File: src/ppi_regs_pkg.sv
package ppi_regs_pkg;

  // Pin count of the GPIO bank
  localparam int GPIO_W = 32;

  // Clock generator offsets
  localparam HCLK_PLLCFG_OFS    = 12'h000;
  localparam HCLK_PLLDIV_OFS    = 12'h004;
  localparam HCLK_HFXOSC_OFS    = 12'h008;

  // GPIO offsets
  localparam GPIO_VALUE_OFS     = 12'h000;
  localparam GPIO_INPUT_EN_OFS  = 12'h004;
  localparam GPIO_OUTPUT_EN_OFS = 12'h008;
  localparam GPIO_PORT_OFS      = 12'h00C;
  localparam GPIO_PUE_OFS       = 12'h010;
  localparam GPIO_DS_OFS        = 12'h014;
  localparam GPIO_RISE_IE_OFS   = 12'h018;
  localparam GPIO_RISE_IP_OFS   = 12'h01C;

  // PLLCFG fields, packed up from bit 0
  localparam int PLL_N_W        = 5;
  localparam int PLL_M_W        = 8;
  localparam int PLL_OD_W       = 2;
  localparam int PLL_M_LSB      = PLL_N_W;
  localparam int PLL_OD_LSB     = PLL_M_LSB + PLL_M_W;
  localparam int PLL_BYPASS_BIT = PLL_OD_LSB + PLL_OD_W;
  localparam int PLL_RESET_BIT  = PLL_BYPASS_BIT + 1;
  localparam int PLL_ASLEEP_BIT = PLL_RESET_BIT + 1;

  // PLLDIV fields
  localparam int PLLOUTDIV_W    = 6;
  localparam int PLLDIV_BY1_BIT = 8;

  // HFXOSC enable
  localparam int HFXOSC_EN_BIT  = 0;

  // Bypass 1, M 0x32, N 1, rest clear
  localparam PLLCFG_RST = 32'h0000_8641;
  // Divide by one
  localparam PLLDIV_RST = 32'h0000_0100;
  // Crystal oscillator running
  localparam HFXOSC_RST = 32'h0000_0001;

endpackage

File: src/ppi_bus_pkg.sv
package ppi_bus_pkg;

  // Bus word and address widths
  localparam int ADDR_W = 32;
  localparam int DATA_W = 32;

  typedef logic [ADDR_W-1:0] addr_t;
  typedef logic [DATA_W-1:0] data_t;

  // Low address bits handed to a register block
  localparam int REG_OFS_W = 12;

  // Private peripheral region spans 0x1000_0000 to 0x1FFF_FFFF
  // Clock generator, one 4 KiB page at 0x1000_8000
  localparam addr_t HCLKGEN_BASE       = 32'h1000_8000;
  localparam int    HCLKGEN_REGION_LSB = 12;

  // GPIO, one 4 KiB page at 0x1001_2000
  localparam addr_t GPIO_BASE          = 32'h1001_2000;
  localparam int    GPIO_REGION_LSB    = 12;

  // Target of one access
  // AON, OTP, UART1, QSPI1/2, PWM1/2, SysPer and the example slots all fall to TGT_NONE
  typedef enum logic [1:0] {
    TGT_HCLKGEN,
    TGT_GPIO,
    TGT_NONE
  } ppi_target_e;

endpackage
File: src/perips_top.sv
module perips_top
  import ppi_bus_pkg::*;
  import ppi_regs_pkg::*;
(
  input  logic                   clk,
  input  logic                   rst_n,
  // Peripheral bus port
  input  logic                   i_cmd_valid,
  output logic                   o_cmd_ready,
  input  addr_t                  i_cmd_addr,
  input  logic                   i_cmd_read,
  input  data_t                  i_cmd_wdata,
  output logic                   o_rsp_valid,
  input  logic                   i_rsp_ready,
  output logic                   o_rsp_err,
  output data_t                  o_rsp_rdata,
  // GPIO pads and interrupts
  input  logic [GPIO_W-1:0]      i_gpio_ival,
  output logic [GPIO_W-1:0]      o_gpio_oval,
  output logic [GPIO_W-1:0]      o_gpio_oe,
  output logic [GPIO_W-1:0]      o_gpio_ie,
  output logic [GPIO_W-1:0]      o_gpio_pue,
  output logic [GPIO_W-1:0]      o_gpio_ds,
  output logic [GPIO_W-1:0]      o_gpio_irq,
  // Clock generator controls
  output logic                   o_pllbypass,
  output logic                   o_pll_reset,
  output logic                   o_pll_asleep,
  output logic [PLL_OD_W-1:0]    o_pll_od,
  output logic [PLL_M_W-1:0]     o_pll_m,
  output logic [PLL_N_W-1:0]     o_pll_n,
  output logic                   o_plloutdivby1,
  output logic [PLLOUTDIV_W-1:0] o_plloutdiv,
  output logic                   o_hfxoscen
);

  // Clock generator slave bus
  logic                 hclk_cmd_valid;
  logic                 hclk_cmd_ready;
  logic [REG_OFS_W-1:0] hclk_cmd_addr;
  logic                 hclk_cmd_read;
  data_t                hclk_cmd_wdata;
  logic                 hclk_rsp_valid;
  logic                 hclk_rsp_ready;
  data_t                hclk_rsp_rdata;

  // GPIO slave bus
  logic                 gpio_cmd_valid;
  logic                 gpio_cmd_ready;
  logic [REG_OFS_W-1:0] gpio_cmd_addr;
  logic                 gpio_cmd_read;
  data_t                gpio_cmd_wdata;
  logic                 gpio_rsp_valid;
  logic                 gpio_rsp_ready;
  data_t                gpio_rsp_rdata;

  ppi_fabric u_fabric (
    .clk              (clk),
    .rst_n            (rst_n),
    .i_cmd_valid      (i_cmd_valid),
    .o_cmd_ready      (o_cmd_ready),
    .i_cmd_addr       (i_cmd_addr),
    .i_cmd_read       (i_cmd_read),
    .i_cmd_wdata      (i_cmd_wdata),
    .o_rsp_valid      (o_rsp_valid),
    .i_rsp_ready      (i_rsp_ready),
    .o_rsp_err        (o_rsp_err),
    .o_rsp_rdata      (o_rsp_rdata),
    .o_hclk_cmd_valid (hclk_cmd_valid),
    .i_hclk_cmd_ready (hclk_cmd_ready),
    .o_hclk_cmd_addr  (hclk_cmd_addr),
    .o_hclk_cmd_read  (hclk_cmd_read),
    .o_hclk_cmd_wdata (hclk_cmd_wdata),
    .i_hclk_rsp_valid (hclk_rsp_valid),
    .o_hclk_rsp_ready (hclk_rsp_ready),
    .i_hclk_rsp_rdata (hclk_rsp_rdata),
    .o_gpio_cmd_valid (gpio_cmd_valid),
    .i_gpio_cmd_ready (gpio_cmd_ready),
    .o_gpio_cmd_addr  (gpio_cmd_addr),
    .o_gpio_cmd_read  (gpio_cmd_read),
    .o_gpio_cmd_wdata (gpio_cmd_wdata),
    .i_gpio_rsp_valid (gpio_rsp_valid),
    .o_gpio_rsp_ready (gpio_rsp_ready),
    .i_gpio_rsp_rdata (gpio_rsp_rdata)
  );

  hclkgen_regs u_hclkgen (
    .clk            (clk),
    .rst_n          (rst_n),
    .i_cmd_valid    (hclk_cmd_valid),
    .o_cmd_ready    (hclk_cmd_ready),
    .i_cmd_addr     (hclk_cmd_addr),
    .i_cmd_read     (hclk_cmd_read),
    .i_cmd_wdata    (hclk_cmd_wdata),
    .o_rsp_valid    (hclk_rsp_valid),
    .i_rsp_ready    (hclk_rsp_ready),
    .o_rsp_rdata    (hclk_rsp_rdata),
    .o_pllbypass    (o_pllbypass),
    .o_pll_reset    (o_pll_reset),
    .o_pll_asleep   (o_pll_asleep),
    .o_pll_od       (o_pll_od),
    .o_pll_m        (o_pll_m),
    .o_pll_n        (o_pll_n),
    .o_plloutdivby1 (o_plloutdivby1),
    .o_plloutdiv    (o_plloutdiv),
    .o_hfxoscen     (o_hfxoscen)
  );

  gpio_regs u_gpio (
    .clk         (clk),
    .rst_n       (rst_n),
    .i_cmd_valid (gpio_cmd_valid),
    .o_cmd_ready (gpio_cmd_ready),
    .i_cmd_addr  (gpio_cmd_addr),
    .i_cmd_read  (gpio_cmd_read),
    .i_cmd_wdata (gpio_cmd_wdata),
    .o_rsp_valid (gpio_rsp_valid),
    .i_rsp_ready (gpio_rsp_ready),
    .o_rsp_rdata (gpio_rsp_rdata),
    .i_pad_ival  (i_gpio_ival),
    .o_pad_oval  (o_gpio_oval),
    .o_pad_oe    (o_gpio_oe),
    .o_pad_ie    (o_gpio_ie),
    .o_pad_pue   (o_gpio_pue),
    .o_pad_ds    (o_gpio_ds),
    .o_gpio_irq  (o_gpio_irq)
  );

endmodule

File: src/gpio_regs.sv
module gpio_regs
  import ppi_bus_pkg::*;
  import ppi_regs_pkg::*;
(
  input  logic                 clk,
  input  logic                 rst_n,
  input  logic                 i_cmd_valid,
  output logic                 o_cmd_ready,
  input  logic [REG_OFS_W-1:0] i_cmd_addr,
  input  logic                 i_cmd_read,
  input  data_t                i_cmd_wdata,
  output logic                 o_rsp_valid,
  input  logic                 i_rsp_ready,
  output data_t                o_rsp_rdata,
  // Pads
  input  logic [GPIO_W-1:0]    i_pad_ival,
  output logic [GPIO_W-1:0]    o_pad_oval,
  output logic [GPIO_W-1:0]    o_pad_oe,
  output logic [GPIO_W-1:0]    o_pad_ie,
  output logic [GPIO_W-1:0]    o_pad_pue,
  output logic [GPIO_W-1:0]    o_pad_ds,
  // One line per pin
  output logic [GPIO_W-1:0]    o_gpio_irq
);

  logic              cmd_fire;
  logic              cmd_write;
  logic [GPIO_W-1:0] sync1_q;
  logic [GPIO_W-1:0] sync2_q;
  logic [GPIO_W-1:0] value_q;
  logic [GPIO_W-1:0] value_dly_q;
  logic [GPIO_W-1:0] rise_ie_q;
  logic [GPIO_W-1:0] rise_ip_q;
  logic [GPIO_W-1:0] rise_clr;
  data_t             rd_data;

  assign o_cmd_ready = 1'b1;
  assign cmd_fire    = i_cmd_valid & o_cmd_ready;
  assign cmd_write   = cmd_fire & ~i_cmd_read;

  // Pad controls straight from the registers
  always_ff @(posedge clk or negedge rst_n) begin
    if (!rst_n) begin
      o_pad_ie   <= '0;
      o_pad_oe   <= '0;
      o_pad_oval <= '0;
      o_pad_pue  <= '0;
      o_pad_ds   <= '0;
      rise_ie_q  <= '0;
    end else if (cmd_write) begin
      case (i_cmd_addr)
        GPIO_INPUT_EN_OFS:  o_pad_ie   <= i_cmd_wdata[GPIO_W-1:0];
        GPIO_OUTPUT_EN_OFS: o_pad_oe   <= i_cmd_wdata[GPIO_W-1:0];
        GPIO_PORT_OFS:      o_pad_oval <= i_cmd_wdata[GPIO_W-1:0];
        GPIO_PUE_OFS:       o_pad_pue  <= i_cmd_wdata[GPIO_W-1:0];
        GPIO_DS_OFS:        o_pad_ds   <= i_cmd_wdata[GPIO_W-1:0];
        GPIO_RISE_IE_OFS:   rise_ie_q  <= i_cmd_wdata[GPIO_W-1:0];
        default: ;
      endcase
    end
  end

  // Two-flop synchronizer, then masked value and its previous copy
  always_ff @(posedge clk or negedge rst_n) begin
    if (!rst_n) begin
      sync1_q     <= '0;
      sync2_q     <= '0;
      value_q     <= '0;
      value_dly_q <= '0;
    end else begin
      sync1_q     <= i_pad_ival;
      sync2_q     <= sync1_q;
      value_q     <= sync2_q & o_pad_ie;
      value_dly_q <= value_q;
    end
  end

  // Write one to clear
  assign rise_clr = (cmd_write && i_cmd_addr == GPIO_RISE_IP_OFS) ?
                    i_cmd_wdata[GPIO_W-1:0] : '0;

  // A new rising edge wins over a clear in the same cycle
  always_ff @(posedge clk or negedge rst_n) begin
    if (!rst_n) begin
      rise_ip_q <= '0;
    end else begin
      rise_ip_q <= (rise_ip_q & ~rise_clr) | (value_q & ~value_dly_q);
    end
  end

  assign o_gpio_irq = rise_ip_q & rise_ie_q;

  always_comb begin
    case (i_cmd_addr)
      GPIO_VALUE_OFS:     rd_data = data_t'(value_q);
      GPIO_INPUT_EN_OFS:  rd_data = data_t'(o_pad_ie);
      GPIO_OUTPUT_EN_OFS: rd_data = data_t'(o_pad_oe);
      GPIO_PORT_OFS:      rd_data = data_t'(o_pad_oval);
      GPIO_PUE_OFS:       rd_data = data_t'(o_pad_pue);
      GPIO_DS_OFS:        rd_data = data_t'(o_pad_ds);
      GPIO_RISE_IE_OFS:   rd_data = data_t'(rise_ie_q);
      GPIO_RISE_IP_OFS:   rd_data = data_t'(rise_ip_q);
      default:            rd_data = '0;
    endcase
  end

  // Response one cycle after the command
  always_ff @(posedge clk or negedge rst_n) begin
    if (!rst_n) begin
      o_rsp_valid <= 1'b0;
    end else if (cmd_fire) begin
      o_rsp_valid <= 1'b1;
    end else if (i_rsp_ready) begin
      o_rsp_valid <= 1'b0;
    end
  end

  always_ff @(posedge clk) begin
    if (cmd_fire) begin
      o_rsp_rdata <= i_cmd_read ? rd_data : '0;
    end
  end

  // A pending bit only sets on a pin whose input was enabled
  a_rise_needs_ie: assert property (@(posedge clk) disable iff (!rst_n)
    (rise_ip_q & ~$past(rise_ip_q) & ~$past(o_pad_ie, 2)) == '0);

endmodule

File: src/hclkgen_regs.sv
module hclkgen_regs
  import ppi_bus_pkg::*;
  import ppi_regs_pkg::*;
(
  input  logic                   clk,
  input  logic                   rst_n,
  input  logic                   i_cmd_valid,
  output logic                   o_cmd_ready,
  input  logic [REG_OFS_W-1:0]   i_cmd_addr,
  input  logic                   i_cmd_read,
  input  data_t                  i_cmd_wdata,
  output logic                   o_rsp_valid,
  input  logic                   i_rsp_ready,
  output data_t                  o_rsp_rdata,
  // PLL controls
  output logic                   o_pllbypass,
  output logic                   o_pll_reset,
  output logic                   o_pll_asleep,
  output logic [PLL_OD_W-1:0]    o_pll_od,
  output logic [PLL_M_W-1:0]     o_pll_m,
  output logic [PLL_N_W-1:0]     o_pll_n,
  // PLL output divider
  output logic                   o_plloutdivby1,
  output logic [PLLOUTDIV_W-1:0] o_plloutdiv,
  // Crystal oscillator enable
  output logic                   o_hfxoscen
);

  logic  cmd_fire;
  logic  cmd_write;
  data_t rd_data;

  // Single-cycle slave, fabric keeps one access open
  assign o_cmd_ready = 1'b1;
  assign cmd_fire    = i_cmd_valid & o_cmd_ready;
  assign cmd_write   = cmd_fire & ~i_cmd_read;

  // Control registers drive the outputs directly
  always_ff @(posedge clk or negedge rst_n) begin
    if (!rst_n) begin
      o_pll_n        <= PLLCFG_RST[PLL_N_W-1:0];
      o_pll_m        <= PLLCFG_RST[PLL_M_LSB +: PLL_M_W];
      o_pll_od       <= PLLCFG_RST[PLL_OD_LSB +: PLL_OD_W];
      o_pllbypass    <= PLLCFG_RST[PLL_BYPASS_BIT];
      o_pll_reset    <= PLLCFG_RST[PLL_RESET_BIT];
      o_pll_asleep   <= PLLCFG_RST[PLL_ASLEEP_BIT];
      o_plloutdiv    <= PLLDIV_RST[PLLOUTDIV_W-1:0];
      o_plloutdivby1 <= PLLDIV_RST[PLLDIV_BY1_BIT];
      o_hfxoscen     <= HFXOSC_RST[HFXOSC_EN_BIT];
    end else if (cmd_write) begin
      case (i_cmd_addr)
        HCLK_PLLCFG_OFS: begin
          o_pll_n      <= i_cmd_wdata[PLL_N_W-1:0];
          o_pll_m      <= i_cmd_wdata[PLL_M_LSB +: PLL_M_W];
          o_pll_od     <= i_cmd_wdata[PLL_OD_LSB +: PLL_OD_W];
          o_pllbypass  <= i_cmd_wdata[PLL_BYPASS_BIT];
          o_pll_reset  <= i_cmd_wdata[PLL_RESET_BIT];
          o_pll_asleep <= i_cmd_wdata[PLL_ASLEEP_BIT];
        end
        HCLK_PLLDIV_OFS: begin
          o_plloutdiv    <= i_cmd_wdata[PLLOUTDIV_W-1:0];
          o_plloutdivby1 <= i_cmd_wdata[PLLDIV_BY1_BIT];
        end
        HCLK_HFXOSC_OFS: o_hfxoscen <= i_cmd_wdata[HFXOSC_EN_BIT];
        default: ;
      endcase
    end
  end

  // Readback in the packed layout, unused bits zero
  always_comb begin
    rd_data = '0;
    case (i_cmd_addr)
      HCLK_PLLCFG_OFS: begin
        rd_data[PLL_N_W-1:0]            = o_pll_n;
        rd_data[PLL_M_LSB +: PLL_M_W]   = o_pll_m;
        rd_data[PLL_OD_LSB +: PLL_OD_W] = o_pll_od;
        rd_data[PLL_BYPASS_BIT]         = o_pllbypass;
        rd_data[PLL_RESET_BIT]          = o_pll_reset;
        rd_data[PLL_ASLEEP_BIT]         = o_pll_asleep;
      end
      HCLK_PLLDIV_OFS: begin
        rd_data[PLLOUTDIV_W-1:0] = o_plloutdiv;
        rd_data[PLLDIV_BY1_BIT]  = o_plloutdivby1;
      end
      HCLK_HFXOSC_OFS: rd_data[HFXOSC_EN_BIT] = o_hfxoscen;
      default: ;
    endcase
  end

  // Response one cycle after the command
  always_ff @(posedge clk or negedge rst_n) begin
    if (!rst_n) begin
      o_rsp_valid <= 1'b0;
    end else if (cmd_fire) begin
      o_rsp_valid <= 1'b1;
    end else if (i_rsp_ready) begin
      o_rsp_valid <= 1'b0;
    end
  end

  // Value seen before the write lands
  always_ff @(posedge clk) begin
    if (cmd_fire) begin
      o_rsp_rdata <= i_cmd_read ? rd_data : '0;
    end
  end

  // Held response until the fabric takes it
  a_rsp_hold: assert property (@(posedge clk) disable iff (!rst_n)
    o_rsp_valid && !i_rsp_ready |=> o_rsp_valid && $stable(o_rsp_rdata));

endmodule

File: src/ppi_fabric.sv
module ppi_fabric
  import ppi_bus_pkg::*;
(
  input  logic                 clk,
  input  logic                 rst_n,
  // Upstream port
  input  logic                 i_cmd_valid,
  output logic                 o_cmd_ready,
  input  addr_t                i_cmd_addr,
  input  logic                 i_cmd_read,
  input  data_t                i_cmd_wdata,
  output logic                 o_rsp_valid,
  input  logic                 i_rsp_ready,
  output logic                 o_rsp_err,
  output data_t                o_rsp_rdata,
  // Clock generator slave
  output logic                 o_hclk_cmd_valid,
  input  logic                 i_hclk_cmd_ready,
  output logic [REG_OFS_W-1:0] o_hclk_cmd_addr,
  output logic                 o_hclk_cmd_read,
  output data_t                o_hclk_cmd_wdata,
  input  logic                 i_hclk_rsp_valid,
  output logic                 o_hclk_rsp_ready,
  input  data_t                i_hclk_rsp_rdata,
  // GPIO slave
  output logic                 o_gpio_cmd_valid,
  input  logic                 i_gpio_cmd_ready,
  output logic [REG_OFS_W-1:0] o_gpio_cmd_addr,
  output logic                 o_gpio_cmd_read,
  output data_t                o_gpio_cmd_wdata,
  input  logic                 i_gpio_rsp_valid,
  output logic                 o_gpio_rsp_ready,
  input  data_t                i_gpio_rsp_rdata
);

  ppi_target_e cmd_tgt;
  ppi_target_e tgt_q;
  logic        busy_q;
  logic        err_valid_q;
  logic        tgt_ready;
  logic        cmd_fire;
  logic        rsp_fire;

  // Compare the page bits of each kept region against its base
  always_comb begin
    if (i_cmd_addr[ADDR_W-1:HCLKGEN_REGION_LSB] ==
        HCLKGEN_BASE[ADDR_W-1:HCLKGEN_REGION_LSB]) begin
      cmd_tgt = TGT_HCLKGEN;
    end else if (i_cmd_addr[ADDR_W-1:GPIO_REGION_LSB] ==
                 GPIO_BASE[ADDR_W-1:GPIO_REGION_LSB]) begin
      cmd_tgt = TGT_GPIO;
    end else begin
      cmd_tgt = TGT_NONE;
    end
  end

  // Error responder never stalls a command
  always_comb begin
    case (cmd_tgt)
      TGT_HCLKGEN: tgt_ready = i_hclk_cmd_ready;
      TGT_GPIO:    tgt_ready = i_gpio_cmd_ready;
      default:     tgt_ready = 1'b1;
    endcase
  end

  // Closed from command transfer to response transfer
  assign o_cmd_ready = ~busy_q & tgt_ready;
  assign cmd_fire    = i_cmd_valid & o_cmd_ready;
  assign rsp_fire    = o_rsp_valid & i_rsp_ready;

  // Commands go straight through to the decoded slave
  assign o_hclk_cmd_valid = i_cmd_valid & ~busy_q & (cmd_tgt == TGT_HCLKGEN);
  assign o_hclk_cmd_addr  = i_cmd_addr[REG_OFS_W-1:0];
  assign o_hclk_cmd_read  = i_cmd_read;
  assign o_hclk_cmd_wdata = i_cmd_wdata;

  assign o_gpio_cmd_valid = i_cmd_valid & ~busy_q & (cmd_tgt == TGT_GPIO);
  assign o_gpio_cmd_addr  = i_cmd_addr[REG_OFS_W-1:0];
  assign o_gpio_cmd_read  = i_cmd_read;
  assign o_gpio_cmd_wdata = i_cmd_wdata;

  // Single outstanding access and its target
  always_ff @(posedge clk or negedge rst_n) begin
    if (!rst_n) begin
      busy_q      <= 1'b0;
      tgt_q       <= TGT_NONE;
      err_valid_q <= 1'b0;
    end else begin
      if (cmd_fire) begin
        busy_q <= 1'b1;
        tgt_q  <= cmd_tgt;
      end else if (rsp_fire) begin
        busy_q <= 1'b0;
      end
      // Unmapped access answers one cycle later
      if (cmd_fire && cmd_tgt == TGT_NONE) begin
        err_valid_q <= 1'b1;
      end else if (rsp_fire) begin
        err_valid_q <= 1'b0;
      end
    end
  end

  // Only the owning slave sees rsp_ready
  assign o_hclk_rsp_ready = i_rsp_ready & busy_q & (tgt_q == TGT_HCLKGEN);
  assign o_gpio_rsp_ready = i_rsp_ready & busy_q & (tgt_q == TGT_GPIO);

  // Response return
  always_comb begin
    o_rsp_err = 1'b0;
    case (tgt_q)
      TGT_HCLKGEN: begin
        o_rsp_valid = busy_q & i_hclk_rsp_valid;
        o_rsp_rdata = i_hclk_rsp_rdata;
      end
      TGT_GPIO: begin
        o_rsp_valid = busy_q & i_gpio_rsp_valid;
        o_rsp_rdata = i_gpio_rsp_rdata;
      end
      default: begin
        // Error with zero data
        o_rsp_valid = err_valid_q;
        o_rsp_err   = busy_q;
        o_rsp_rdata = '0;
      end
    endcase
  end

  // Slaves see no new command while a slave response is still pending
  a_one_outstanding: assert property (@(posedge clk) disable iff (!rst_n)
    (i_hclk_rsp_valid || i_gpio_rsp_valid) |-> !(o_hclk_cmd_valid || o_gpio_cmd_valid));

  // Stalled response keeps valid, error and data
  a_rsp_hold: assert property (@(posedge clk) disable iff (!rst_n)
    o_rsp_valid && !i_rsp_ready |=>
      o_rsp_valid && $stable(o_rsp_err) && $stable(o_rsp_rdata));

endmodule

File: config.mk
export PLATFORM = sky130hd
export DESIGN_NAME = perips_top
export DESIGN_NICKNAME = d
export VERILOG_FILES = /design/src/ppi_regs_pkg.sv /design/src/ppi_bus_pkg.sv /design/src/perips_top.sv /design/src/gpio_regs.sv /design/src/hclkgen_regs.sv /design/src/ppi_fabric.sv
export SDC_FILE = /design/constraint.sdc
export NUM_CORES = 1
export LEC_CHECK = 0
export ABC_AREA = 1
export BUFFER_PORTS_ARGS = -buffer_cell sky130_fd_sc_hd__buf_2
export CELL_PAD_IN_SITES_DETAIL_PLACEMENT = 1
export CELL_PAD_IN_SITES_GLOBAL_PLACEMENT = 1
export CORE_AREA = 2 2 207 209
export DETAILED_ROUTE_END_ITERATION = 16
export DIE_AREA = 0 0 209 211
export PLACE_DENSITY_LB_ADDON = 0.3
export RECOVER_POWER = 50
export SETUP_SLACK_MARGIN = 0.5
export SYNTH_ARGS = -nofsm -noshare
export SYNTH_HDL_FRONTEND = slang
export SYNTH_SLANG_ARGS = --single-unit
export TNS_END_PERCENT = 10
File: constraint.sdc
create_clock -name clk -period 7.8 [get_ports clk]
set_input_delay 0.78 -clock clk [delete_from_list [all_inputs] [get_ports clk]]
set_output_delay 0.78 -clock clk [all_outputs]
set_load 0.005 [all_outputs]
* Word level (Yosys, flattened, before mapping)
Cells that the tools add are included.
Word-level totals: output and inout port bits 253, bits of input ports 101, register bits after elaboration 448
Cells by class: muxes and demuxes 17, reduce and logical (&&, ||, !) cells 20, equal/unequal tests 12, bitwise logic cells 20
Operators by type and width (count):
- $pmux 32 s8 | 1
- $and 32x32->32 | 4
- $not 32->32 | 2
- $pmux 32 s2 | 1
- $eq 12x5->1 const B | 4
- $eq 20x17->1 const B | 2
- $mux 32 | 1
- $or 32x32->32 | 1
- $eq 12x4->1 const B | 2
- $reduce_and 2->1 | 10
- $eq 12x3->1 const B | 1
- $logic_not 12->1 | 1
- $and 1x1->1 | 11
- $pmux 5 s2 | 1
- $mux 1 | 8
- $reduce_bool 2->1 | 4
- $eq 2x1->1 const B | 2
- $logic_not 2->1 | 2
- $mux 2 | 2
- $pmux 1 s2 | 2
- $pmux 1 s3 | 1
- $eq 2x2->1 const B | 1
- $logic_and 1x1->1 | 2
- $not 1->1 | 2
- $reduce_or 2->1 | 1

* Logic depth before layout (Yosys ltp)
word-level depth 11, gate-level depth with buffers 11, mapped depth without buffers 10

* Modules after synthesis
A second synthesis with hierarchy kept.
Second synthesis, totals: cells, all modules 2301, area total of the unflattened synthesis 19940.4 um2
Modules (own cells, without submodules):
- gpio_regs | area each 16274.4 um2, times used 1, cells an instance 1819, sequential area each 9794.4 um2
- hclkgen_regs | area each 2077.0 um2, times used 1, cells an instance 200, sequential area each 1224.9 um2
- ppi_fabric | area each 1589.0 um2, times used 1, cells an instance 282, sequential area each 101.3 um2

* Worst setup path before layout
No wires, ideal clock.
path kind input -> register, start point in i_cmd_addr[27], end point reg u_gpio.o_rsp_rdata[0] (enable), cell stages on the path 5, path slack 4.769 ns, setup time 0.421 ns, buffers on the path 0, arrival time 2.610 ns, required time 7.379 ns, cell sequence nor2_1 nand2_1 nor2_2 nand4_1 nor2_1
On the way: word-level cells in the longest chain between the ends 5, elaborated cells on any way between the ends 6, those cells by class 3 x eq/ne; 2 x mux; 1 x bitwise
RTL lines:
- from (decl) | line perips_top.sv:10 | input addr_t i_cmd_addr,
- $eq 20x17->1 | line ppi_fabric.sv:49 | end else if (i_cmd_addr[ADDR_W-1:GPIO_REGION_LSB] ==
- $mux 2 | line ppi_fabric.sv:49
- $mux 2 * | line ppi_fabric.sv:46 | if (i_cmd_addr[ADDR_W-1:HCLKGEN_REGION_LSB] ==
- $eq 2x1->1 * | line ppi_fabric.sv:77 | assign o_gpio_cmd_valid = i_cmd_valid & ~busy_q & (cmd_tgt == TGT_GPIO);
- $and 1x1->1 * | line ppi_fabric.sv:77
- via gpio_cmd_valid | line perips_top.sv:48 | logic gpio_cmd_valid;
- to (signal assigned) | line gpio_regs.sv:120 | o_rsp_rdata <= i_cmd_read ? rd_data : '0;
- to (decl) | line gpio_regs.sv:14 | output data_t o_rsp_rdata,
The timed path passes the listed nets; every way through them passes the cells marked *. A chain may end at the register's enable or synchronous reset.

==> key figures <==
STA
  – Final setup fails: 0
  – Max-slew violations: 218
  – Final period util: 64.3%
  – Layout Skew: 0.0104 ns
  – Rel. slew slack: -156%
  – RSZ-0062 raised after global routing: false
  – Worst slew pin tran: 3.84 ns
  – Max Clk Rate: 0.199 GHz
  – Min Clock Period, post-route: 5.02 ns
  – Hold Vio Cnt, Final: 0
  – Setup_tns: 0 ns
  – Final hold slack: 0.300 ns

Setup path
  – R2R setup slack: 4.68 ns
  – Worst r2r dst: u_gpio.o_pad_pue[7]
  – Worst Setup Start Kind: input pin
  – Worst reg2reg path startpoint: u_fabric.busy_q
  – Critical-path cell list: clkbuf_1, clkbuf_2
  – CP Data Arrival Time: 5.32 ns
  – Slowest cell delay on critical path: 2.65 ns
  – Delay-heaviest family, CP: buffers and inverters
  – Worst Path Max Fanout: 74
  – Worst reg2reg path depth: 7
  – Critical Path Stages: 2
  – Crit Path Category: in2async
  – Req. time, crit path: 8.10 ns
  – Crit path buffers/inverters: 2
  – Crit-path slowest cell: clkbuf_1
  – Setup crit end kind: async pin

Logic synthesis
  – Synthesized cell area: 0.0187 mm²
  – Ys Warns: 0
  – FF+latch count, synth: 434
  – Sequential share of the synthesized area: 59.5%
  – Average cell area after synthesis: 9.12 µm²
  – Count of cell types in the netlist: 29
  – Synth Instances: 2048
  – Syn nets: 2149

GRT
  – Vias in the first global route: 17400
  – First-pass GRT wire length: 105000 µm
  – Total GRT Usage: 31.2%
  – Initial antenna violation count: 5
  – Remaining Overflow, GRT: 0
  – Largest net degree at the start of global routing: 172

Clocking
  – Worst-Skew Late Latency: 0.58 ns
  – # H-tree levels: 2
  – Resized cells post-CTS: 0
  – Root Driver: clkbuf_16
  – Worst-path clk slew: 0.06 ns
  – Post-CTS Setup Bufs: 0
  – CTS Buffer Depth: 3
  – CTS tree: built
  – CTS buffer count: 48
  – CTS Sinks: 434
  – Post-CTS Hold Buffers: 0

Die
  – Core area: 0.0418 mm²
  – Chip height: 211 µm
  – Die width: 209 µm
  – Die Area: 0.0441 mm²
  – Ports: 354
  – Rows: 75
  – Initial core utilization: 44.8%

Route
  – Iter 0 DRT Violations: 1298
  – DR WL/cell: 23.6 µm
  – Antenna-violating nets left: 0
  – Vias/cell: 5.69
  – Vias: 16600
  – Routed WL: 69000 µm
  – TritonRoute pass-1 iters: 5
  – Post-route DRC violation count: 0

Cells and area
  – Synthesis-to-finish area growth: 18.5%
  – Share of layout cells above drive strength 1: 20.8%
  – Fin nets: 2446
  – Fin util: 53.0%

Outcome
  – Failing checks: max-capacitance violations, max-slew violations
  – Status: finished, violations left

Placement
  – Final HPWL DP: 43200 µm
  – Port bufs: 353
  – GP Congestion: 0.832

Min path
  – Min-Delay Endpoint: u_gpio.sync1_q[19]
  – HP Class: in2reg
  – Worst hold path depth: 1
  – Min-delay src: i_gpio_ival[19]

Flow run
  – Max-Cap Viols: 3

Power
  – Worst VDD drop: 0.000154 V
  – Power Total: 4820 µW
  – Power per cell area: 218 mW/mm²
  – P_leak: 0.0113 µW
layout by cell type, fill, tap and decap left out, types with 2 or more instances in the layout:
cell	synthesis	layout
nand2_1	553	552
dfrtp_1	376	376
buf_2	63	320
inv_1	204	204
o21ai_1	177	177
nand3_1	161	161
nand4_1	132	132
nor2_1	112	109
edfxtp_1	50	50
clkbuf_16	0	49
clkbuf_1	30	47
o21ai_2	40	40
o21ai_0	36	36
a21oi_1	33	33
buf_4	6	15
clkbuf_8	0	13
nor2_4	4	9
inv_2	7	7
nand3_4	6	7
dfstp_2	8	7
clkinv_2	0	6
nor3_2	5	5
nor3_1	5	4
nand2_2	2	3
nor2_2	5	3
diode_2	0	2
o211ai_1	2	2
o22ai_1	2	2
nor3_4	1	2
inv_6	0	2
bufinv_16	0	2
clkinv_1	0	2
clkbuf_2	0	2
cell families (layout without fill, tap and decap cells):
group / count (synthesis) / count (layout) / share of synthesized area (%)
AND/OR/NAND/NOR: 988 / 988 / 23.7
flip-flops: 434 / 434 / 59.5
buffers and inverters: 335 / 671 / 8.11
AO/OA/AOI/OAI: 291 / 291 / 8.66
other: 0 / 2 / 0
where the power goes:
group,switching [µW],internal [µW]
combinational,163,40.3
sequential,13.4,2310
clock,949,1340
layer usage:
metal  wire [µm]  track usage [%]  up-vias
met5          40                0        -
li1            -                -     7309
met1       28500             41.1     8499
met2       33700             52.6      655
met4        2620             12.7        6
met3        4110             3.97      167
worst max path at each step:
| stage | start | slack (ns) | end |
|---|---|---|---|
| floorplan | i_cmd_addr[27] | 4.77 | u_gpio.o_rsp_rdata[0] |
| global placement | i_cmd_addr[1] | 4.08 | u_gpio.o_pad_oval[27] |
| detailed placement | i_cmd_addr[1] | 3.88 | u_gpio.o_pad_oval[30] |
| CTS | u_fabric.tgt_q[0] | 3.68 | o_rsp_rdata[31] |
| global route | rst_n | 1.99 | u_gpio.o_pad_oe[20] |
| finish | rst_n | 2.78 | u_gpio.o_pad_ds[22] |
per-stage QoR:
step                setup WS, ns  instance area, µm²  instances
floorplan                   4.77               18700       2048
finish                      2.78               22100       2925
CTS                         3.68               22200       2923
global route                1.99               22100       2925
detailed placement          3.88               20600       2834
global placement            4.08               20600       2834
cell type report:
class / instances / area (µm²)
fill: 4963 / 19600
sequential: 434 / 11100
antenna: 2 / 5.00
clock inverter: 13 / 123
timing repair buffer: 371 / 1870
inverter: 211 / 792
multi-input combinational: 1279 / 6100
tap: 539 / 674
clock buffer: 76 / 1460
Yosys cell counts (all sizes together):
cell	number	area share [%]
o22ai	2	0.067
nand4	132	4.4
nand2	555	11
a21oi	33	0.88
o211ai	2	0.080
dfrtp	376	50
dfstp	8	1.1
buf	94	3.3
inv	211	4.2
nand3	169	5.0
edfxtp	50	8.0
clkbuf	30	0.60
nor3	11	0.49
o21ai	253	7.6
o2111ai	1	0.047
nor2	121	2.7
No activity file was read; power rests on OpenSTA's default activity.
